==> config.mk <==
export PLATFORM = sky130hd
export DESIGN_NAME = dma_app_top
export DESIGN_NICKNAME = d
export VERILOG_FILES = /design/src/rtl/dma_pkg.sv /design/src/rtl/app_port_arbiter.sv /design/src/rtl/dma_app_top.sv /design/src/rtl/dma_rd_engine.sv /design/src/rtl/dma_wr_engine.sv
export SDC_FILE = /design/constraint.sdc
export NUM_CORES = 1
export LEC_CHECK = 0
export ABC_AREA = 1
export BUFFER_PORTS_ARGS = -buffer_cell sky130_fd_sc_hd__buf_2
export CAP_MARGIN = 25
export CORE_AREA = 5 5 439 441
export CTS_CLUSTER_DIAMETER = 40
export DETAILED_ROUTE_END_ITERATION = 16
export DIE_AREA = 0 0 444 446
export SYNTH_ARGS = -nofsm -noshare
export SYNTH_HDL_FRONTEND = slang
export SYNTH_SLANG_ARGS = --single-unit
==> constraint.sdc <==
create_clock -name ui_clk -period 3.09 [get_ports ui_clk]
set_input_delay 0.4635 -clock ui_clk [delete_from_list [all_inputs] [get_ports ui_clk]]
set_output_delay 0.4635 -clock ui_clk [all_outputs]
set_load 0.005 [all_outputs]
==> src/rtl/dma_pkg.sv <==
package dma_pkg;

    // app port address in one constant word
    localparam int ADDR_W = 28;

    // burst length in beats
    localparam int LEN_W = 8;

    // one 256-bit beat spans eight 32-bit columns
    localparam logic [ADDR_W-1:0] ADDR_STEP = ADDR_W'(8);

    // controller opcode encoding
    typedef enum logic [2:0] {
        CMD_WRITE = 3'd0,
        CMD_READ  = 3'd1
    } app_cmd_e;

    // one burst request from a channel source
    typedef struct packed {
        logic [ADDR_W-1:0] addr;   // first beat address
        logic [LEN_W-1:0]  len;    // beat count that is never zero
    } burst_cmd_t;

    // one command on the controller app port
    typedef struct packed {
        logic              en;
        app_cmd_e          cmd;
        logic [ADDR_W-1:0] addr;
    } app_req_t;

endpackage

==> src/rtl/app_port_arbiter.sv <==
`timescale 1ns/100ps

module app_port_arbiter (
    input  logic              ui_clk,
    input  logic              arst_n,
    input  logic              rd_req,     // channel 0
    input  logic              wr_req,     // channel 1
    input  logic              rd_done,
    input  logic              wr_done,
    input  dma_pkg::app_req_t rd_app,
    input  dma_pkg::app_req_t wr_app,
    output logic              rd_start,
    output logic              wr_start,
    output dma_pkg::app_req_t app
);

    typedef enum logic [1:0] {
        IDLE,
        OWN_RD,
        OWN_WR
    } state_e;

    state_e state;
    logic   last_wr;    // last burst went to the write channel
    logic   pick_rd;

    // read wins unless write is waiting and read went last
    assign pick_rd = rd_req && (!wr_req || last_wr);

    always_ff @(posedge ui_clk or negedge arst_n) begin
        if (!arst_n) begin
            state    <= IDLE;
            last_wr  <= 1'b1;    // so read goes first
            rd_start <= 1'b0;
            wr_start <= 1'b0;
        end else begin
            rd_start <= 1'b0;
            wr_start <= 1'b0;
            case (state)
                IDLE: begin
                    if (pick_rd) begin
                        state    <= OWN_RD;
                        rd_start <= 1'b1;
                        last_wr  <= 1'b0;
                    end else if (wr_req) begin
                        state    <= OWN_WR;
                        wr_start <= 1'b1;
                        last_wr  <= 1'b1;
                    end
                end
                OWN_RD: begin
                    if (rd_done) begin
                        state <= IDLE;
                    end
                end
                OWN_WR: begin
                    if (wr_done) begin
                        state <= IDLE;
                    end
                end
                default: state <= IDLE;
            endcase
        end
    end

    // only the owner reaches the port
    always_comb begin
        case (state)
            OWN_RD:  app = rd_app;
            OWN_WR:  app = wr_app;
            default: app = '0;
        endcase
    end

    a_one_grant : assert property (
        @(posedge ui_clk) disable iff (!arst_n)
        !(rd_start && wr_start)
    ) else $error("both channels granted");

    // engines must never be active at the same time
    a_one_active : assert property (
        @(posedge ui_clk) disable iff (!arst_n)
        !(rd_app.en && wr_app.en)
    ) else $error("read and write engines both driving app");

endmodule

==> src/rtl/dma_app_top.sv <==
`timescale 1ns/100ps

module dma_app_top #(
    parameter int DATA_W = 256
) (
    input  logic                ui_clk,
    input  logic                arst_n,
    // write channel source
    input  logic                wr_req,
    input  dma_pkg::burst_cmd_t wr_cmd,
    input  logic [DATA_W-1:0]   wr_data,
    output logic                wr_data_pop,
    output logic                wr_done,
    // read channel sink
    input  logic                rd_req,
    input  dma_pkg::burst_cmd_t rd_cmd,
    output logic [DATA_W-1:0]   rd_data,
    output logic                rd_data_valid,
    output logic                rd_done,
    // controller app port
    output dma_pkg::app_req_t   app,
    output logic [DATA_W-1:0]   app_wdf_data,
    output logic                app_wdf_wren,
    output logic                app_wdf_end,
    input  logic                app_rdy,
    input  logic                app_wdf_rdy,
    input  logic [DATA_W-1:0]   app_rd_data,
    input  logic                app_rd_data_valid
);
    import dma_pkg::*;

    logic     wr_start;
    logic     rd_start;
    app_req_t wr_app;
    app_req_t rd_app;

    dma_wr_engine #(
        .DATA_W ( DATA_W )
    ) i_wr (
        .ui_clk      ( ui_clk       ),
        .arst_n      ( arst_n       ),
        .start       ( wr_start     ),
        .cmd         ( wr_cmd       ),
        .src_data    ( wr_data      ),
        .app_rdy     ( app_rdy      ),
        .app_wdf_rdy ( app_wdf_rdy  ),
        .app         ( wr_app       ),
        .wdf_data    ( app_wdf_data ),
        .wdf_wren    ( app_wdf_wren ),
        .wdf_end     ( app_wdf_end  ),
        .src_pop     ( wr_data_pop  ),
        .done        ( wr_done      )
    );

    dma_rd_engine #(
        .DATA_W ( DATA_W )
    ) i_rd (
        .ui_clk            ( ui_clk            ),
        .arst_n            ( arst_n            ),
        .start             ( rd_start          ),
        .cmd               ( rd_cmd            ),
        .app_rdy           ( app_rdy           ),
        .app_rd_data       ( app_rd_data       ),
        .app_rd_data_valid ( app_rd_data_valid ),
        .app               ( rd_app            ),
        .rd_data           ( rd_data           ),
        .rd_data_valid     ( rd_data_valid     ),
        .done              ( rd_done           )
    );

    // read is channel 0
    app_port_arbiter i_arb (
        .ui_clk   ( ui_clk   ),
        .arst_n   ( arst_n   ),
        .rd_req   ( rd_req   ),
        .wr_req   ( wr_req   ),
        .rd_done  ( rd_done  ),
        .wr_done  ( wr_done  ),
        .rd_app   ( rd_app   ),
        .wr_app   ( wr_app   ),
        .rd_start ( rd_start ),
        .wr_start ( wr_start ),
        .app      ( app      )
    );

endmodule

==> src/rtl/dma_rd_engine.sv <==
`timescale 1ns/100ps

module dma_rd_engine #(
    parameter int DATA_W = 256
) (
    input  logic                ui_clk,
    input  logic                arst_n,
    input  logic                start,              // grant pulse from arbiter
    input  dma_pkg::burst_cmd_t cmd,
    input  logic                app_rdy,
    input  logic [DATA_W-1:0]   app_rd_data,
    input  logic                app_rd_data_valid,
    output dma_pkg::app_req_t   app,
    output logic [DATA_W-1:0]   rd_data,
    output logic                rd_data_valid,
    output logic                done
);
    import dma_pkg::*;

    typedef enum logic [1:0] {
        IDLE,
        ISSUE,
        DRAIN
    } state_e;

    state_e            state;
    logic [ADDR_W-1:0] issue_addr;
    logic [LEN_W-1:0]  issue_left;   // commands still to send
    logic [LEN_W-1:0]  rcv_cnt;      // beats already returned
    logic [LEN_W-1:0]  len_q;
    logic              cmd_xfer;
    logic              last_data;

    assign cmd_xfer  = (state == ISSUE) && app_rdy;
    // returned count against the command count of the burst
    assign last_data = app_rd_data_valid && (rcv_cnt == len_q - 1'b1);

    always_ff @(posedge ui_clk or negedge arst_n) begin
        if (!arst_n) begin
            state      <= IDLE;
            issue_left <= '0;
            rcv_cnt    <= '0;
            len_q      <= '0;
        end else begin
            case (state)
                IDLE: begin
                    if (start) begin
                        state      <= ISSUE;
                        issue_left <= cmd.len;
                        len_q      <= cmd.len;
                        rcv_cnt    <= '0;
                    end
                end
                ISSUE: begin
                    if (cmd_xfer) begin
                        issue_left <= issue_left - 1'b1;
                        if (issue_left == LEN_W'(1)) begin
                            state <= DRAIN;
                        end
                    end
                end
                DRAIN: begin
                    if (last_data) begin
                        state <= IDLE;
                    end
                end
                default: state <= IDLE;
            endcase

            // data may return while commands are still going out
            if (state != IDLE && app_rd_data_valid) begin
                rcv_cnt <= rcv_cnt + 1'b1;
            end
        end
    end

    always_ff @(posedge ui_clk) begin
        if (state == IDLE && start) begin
            issue_addr <= cmd.addr;
        end else if (cmd_xfer) begin
            issue_addr <= issue_addr + ADDR_STEP;
        end
    end

    // returned beats delayed by one cycle
    always_ff @(posedge ui_clk or negedge arst_n) begin
        if (!arst_n) begin
            rd_data_valid <= 1'b0;
            done          <= 1'b0;
        end else begin
            rd_data_valid <= app_rd_data_valid;
            done          <= last_data;   // lines up with last rd_data_valid
        end
    end

    always_ff @(posedge ui_clk) begin
        if (app_rd_data_valid) begin
            rd_data <= app_rd_data;
        end
    end

    always_comb begin
        app.en   = (state == ISSUE);
        app.cmd  = CMD_READ;
        app.addr = issue_addr;
    end

    // controller only returns data for commands this channel sent
    a_no_data_in_idle : assert property (
        @(posedge ui_clk) disable iff (!arst_n)
        app_rd_data_valid |-> state != IDLE
    ) else $error("read data returned with no burst open");

endmodule

==> src/rtl/dma_wr_engine.sv <==
`timescale 1ns/100ps

module dma_wr_engine #(
    parameter int DATA_W = 256
) (
    input  logic                ui_clk,
    input  logic                arst_n,
    input  logic                start,        // grant pulse from arbiter
    input  dma_pkg::burst_cmd_t cmd,
    input  logic [DATA_W-1:0]   src_data,     // head word of fwft source
    input  logic                app_rdy,
    input  logic                app_wdf_rdy,
    output dma_pkg::app_req_t   app,
    output logic [DATA_W-1:0]   wdf_data,
    output logic                wdf_wren,
    output logic                wdf_end,
    output logic                src_pop,
    output logic                done
);
    import dma_pkg::*;

    typedef enum logic {
        IDLE,
        BURST
    } state_e;

    state_e            state;
    logic [ADDR_W-1:0] addr_q;      // address of the beat on the port
    logic [LEN_W-1:0]  beats_left;
    logic              beat_xfer;
    logic              last_beat;

    // command and data leave together, so both readies are needed
    assign beat_xfer = (state == BURST) && app_rdy && app_wdf_rdy;
    assign last_beat = (beats_left == LEN_W'(1));

    always_ff @(posedge ui_clk or negedge arst_n) begin
        if (!arst_n) begin
            state      <= IDLE;
            beats_left <= '0;
            done       <= 1'b0;
        end else begin
            done <= 1'b0;
            case (state)
                IDLE: begin
                    if (start) begin
                        state      <= BURST;
                        beats_left <= cmd.len;
                    end
                end
                BURST: begin
                    if (beat_xfer) begin
                        beats_left <= beats_left - 1'b1;
                        if (last_beat) begin
                            state <= IDLE;
                            done  <= 1'b1;   // one cycle after last beat
                        end
                    end
                end
                default: state <= IDLE;
            endcase
        end
    end

    // beat address walks up per transfer
    always_ff @(posedge ui_clk) begin
        if (state == IDLE && start) begin
            addr_q <= cmd.addr;
        end else if (beat_xfer) begin
            addr_q <= addr_q + ADDR_STEP;
        end
    end

    always_comb begin
        app.en   = (state == BURST);
        app.cmd  = CMD_WRITE;
        app.addr = addr_q;
    end

    assign wdf_data = src_data;       // source holds its head until popped
    assign wdf_wren = (state == BURST);
    assign wdf_end  = wdf_wren;       // single word per beat
    assign src_pop  = beat_xfer;

    // the arbiter must not grant again while this channel owns the port
    a_start_in_idle : assert property (
        @(posedge ui_clk) disable iff (!arst_n)
        start |-> state == IDLE
    ) else $error("write start while burst active");

endmodule

==> results.md <==
* PwrDens at between 700 and 800 nW/µm²
* Antenna-violating nets left at 0
* Clock sinks at ~360
* F_max at roughly 350 MHz
* Period Utilization, post-route at between 90% and 100%
* Critical Setup Path Class: flop to primary output
* Die Y at about 450 µm
* I/O Pins at ~1100
* Clk_lat worst skew at approximately 670 ps
* Crit-path max cell delay at between 600 and 700 ps
* Initial antenna violation count at 44
* Commonest non-fill, non-tap cell in the layout: buf_2
* Measured slew at the worst slew-check pin at between 900 and 1000 ps
* Die Area at 198000 µm²
* Largest net degree at the start of global routing at 111
* TritonCTS clock tree: built
* Worst Path Max Fanout at 29
* Synthesis-to-layout area growth at 62.6%
* Run status: complete, no violations
* HP Class: input pin to flop
* Die X at 444 µm
* CP dominant cell by count: inv_1
* Flop pwr share at 34.2%
* Vias in the first global route at roughly 14000
* Hold path depth at 3
* Post-CTS setup buffers at 0
* Top FF cell, synth: edfxtp_1
* Clock tree buffer depth at 3
* Crit-path cells: inv_1 > ha_1 > inv_1 > a21oi_1 > buf_2
* Htree depth at 3
* Clk pwr share at ~47%
* Root buffer cell: clkbuf_16
* Final Max Tran Viols at 0
* Row count at between 150 and 200
* Slowest CP cell: inv_1
* Placed cells at 4290
* Worst EP required at approximately 2600 ps
* Total iterations of the first detailed-routing run at 5
* Post-Place Cell Area at 20500 µm²
* Register area share after synthesis at 64.9%
* FFs w/ async S/R, synth at 12.1%
* EDFF count, synth at approximately 310
* Reg2Reg Depth at 8
* # port buffers at 626
* DR iter-0 viols at around 1400
* Routed len/inst at about 24 µm
* Setup crit start kind: flop
* Fin Hold WS at between 60 and 70 ps
* Core area at ~190000 µm²
* Final number of setup-violating endpoints at 0
* Sum of negative setup slack at 0 ps
* Fin cells at 4713
* Routed WL at around 110000 µm
* Total track usage at ~11%
* Comb power frac at 18.5%
* Sw frac at 32.1%
* Share of cells above drive strength 1 at a little under two fifths
* Synth Instances at approximately 1400
* Via/cell ratio at 2.96
* Fillers at between 20000 and 25000
* DR vias at between 10000 and 15000
* Nets at approximately 2700
* Setup Skew at 61.0 ps
* Final Instance Area at 26200 µm²
* HPWL after DPL at slightly below 100000 µm
* Leak pwr at 10.5 nW
* Period minus WS final at ~2800 ps
* YS warnings at 0
* Max-cap violations at 0
* VDD IR max at between 0.0003 and 0.0004 V
* Final hold vios at 0
* RePlAce Congestion at a little under 1
* P_sw at roughly 0.0066 W
* Rel. slew slack at 38.0%
* Yosys cell types at 39
* Worst-path clk slew at about 50 ps
* Initial core utilization at 8.53%
* Most frequent cells in the layout: buf_2, nand2_1, edfxtp_1
* Post-Syn Area at between 15000 and 20000 µm²
* CP Capture Type: primary output
* Remaining global-route overflow at 0
* Inserted Clock Buffers at slightly below 90
* P_int at roughly 0.014 W
* RSZ-0062 raised after global routing: false
* Avg Cell Area, Syn at around 11 µm²
* Post-synthesis register bit count at 355
* DRC at 0
* First-pass GRT wire length at roughly 140000 µm
* Critical path arrival at 2380 ps
power groups by stage:
stage	Clock, W	Combinational, W	Sequential [W]
5_1_grt	0.0102	0.00423	0.00709
2_1_floorplan	0	0.00221	0.00660
3_5_place_dp	0	0.00350	0.00709
4_1_cts	0.0100	0.00382	0.00702
3_3_place_gp	0	0.00345	0.00709
6_report	0.00974	0.00380	0.00703
final cells by class:
class	count	area, µm²	share of cell area (%)
sequential	355	10400	39.9
timing repair buffer	893	5840	22.3
inverter	85	319	1.22
antenna	9	22.5	0.0861
multi-input combinational	693	3270	12.5
clock buffer	105	2320	8.86
tap	2511	3140	12.0
clock inverter	62	807	3.08
registers in the layout (all words and copies together) (netlist names), 2 cells and up:
name / cells
i_rd.rd_data: 256
i_rd.issue_addr: 28
i_wr.addr_q: 28
i_rd.issue_left: 8
i_rd.len_q: 8
i_rd.rcv_cnt: 8
i_wr.beats_left: 8
i_arb.state: 2
i_rd.state: 2
through the flow:
stage	setup slack (ps)	power (W)	util (%)
floorplan	1250	0.00881	-
global placement	982	0.0105	10.9
detailed placement	973	0.0106	10.9
CTS	226	0.0208	13.8
global route	45.7	0.0215	13.9
finish	247	0.0206	13.9
cells by family after synthesis:
kind of cell               share of synthesized area (%)
and+or+nand+nor                                     13.2
buffers and inverters                               14.8
DFF                                                 64.9
AOI/OAI and AO/OA                                   4.24
xor gates and xnor gates                            1.96
adders and majority gates                          0.855
other                                             0.0233
per-layer routing:
layer	share of wire [%]	global-route usage [%]	up-vias	routed length [µm]
met5	0.17	0.659	-	197
met2	44	16.6	992	50100
met4	2.3	2.87	6	2580
met3	12	4.89	183	13500
met1	41	13.9	6847	46600
li1	-	-	5928	-
what timing repair did:
item / CTS / global route
endpoints found under the setup margin: 0 / 0
resized for setup: 0 / 0
hold buffers: 247 / 0
endpoints found under the hold margin: 260 / 0
path summary, 6_finish.rpt:
kind | from | endpoint | slack, ps
setup / recovery | i_arb.state[0] | app[14] | 250
hold / removal | wr_cmd[1] | i_wr.beats_left[1] | 60
setup reg to reg | i_wr.wdf_end | i_wr.addr_q[6] | 1200
hold reg to reg | i_rd.issue_left[7] | i_rd.issue_left[7] | 540
max in group asynchronous | arst_n | i_arb.rd_start | 1950
min in group asynchronous | arst_n | i_rd.rd_data_valid | 290
cells in the mapped netlist, types with 4 or more instances:
cell type / n / area share [%]
ha_1: 11 / 0.85
o21ai_0: 45 / 1.4
dfrtp_1: 42 / 6.5
inv_1: 81 / 1.9
a21oi_1: 39 / 1.2
xor2_1: 20 / 1.1
o21ai_1: 13 / 0.40
nand2_1: 339 / 7.9
nor3_1: 8 / 0.25
buf_2: 11 / 0.34
nor2_2: 4 / 0.16
inv_2: 4 / 0.093
buf_4: 260 / 12
o22ai_1: 9 / 0.35
nand2_2: 4 / 0.16
xnor2_1: 16 / 0.87
a31oi_1: 10 / 0.39
nand3_1: 31 / 0.96
nor2_1: 111 / 2.6
edfxtp_1: 312 / 58
nand3b_1: 7 / 0.33
clkbuf_1: 13 / 0.30
critical path: cells and delay by family (launching register included):
| family | cells | cell delay (ps) |
|---|---|---|
| buf+inv | 3 | 920 |
| flops | 1 | 370 |
| fa+ha+maj | 1 | 290 |
| compound gates | 1 | 120 |
(Power assumes the default switching activity.)
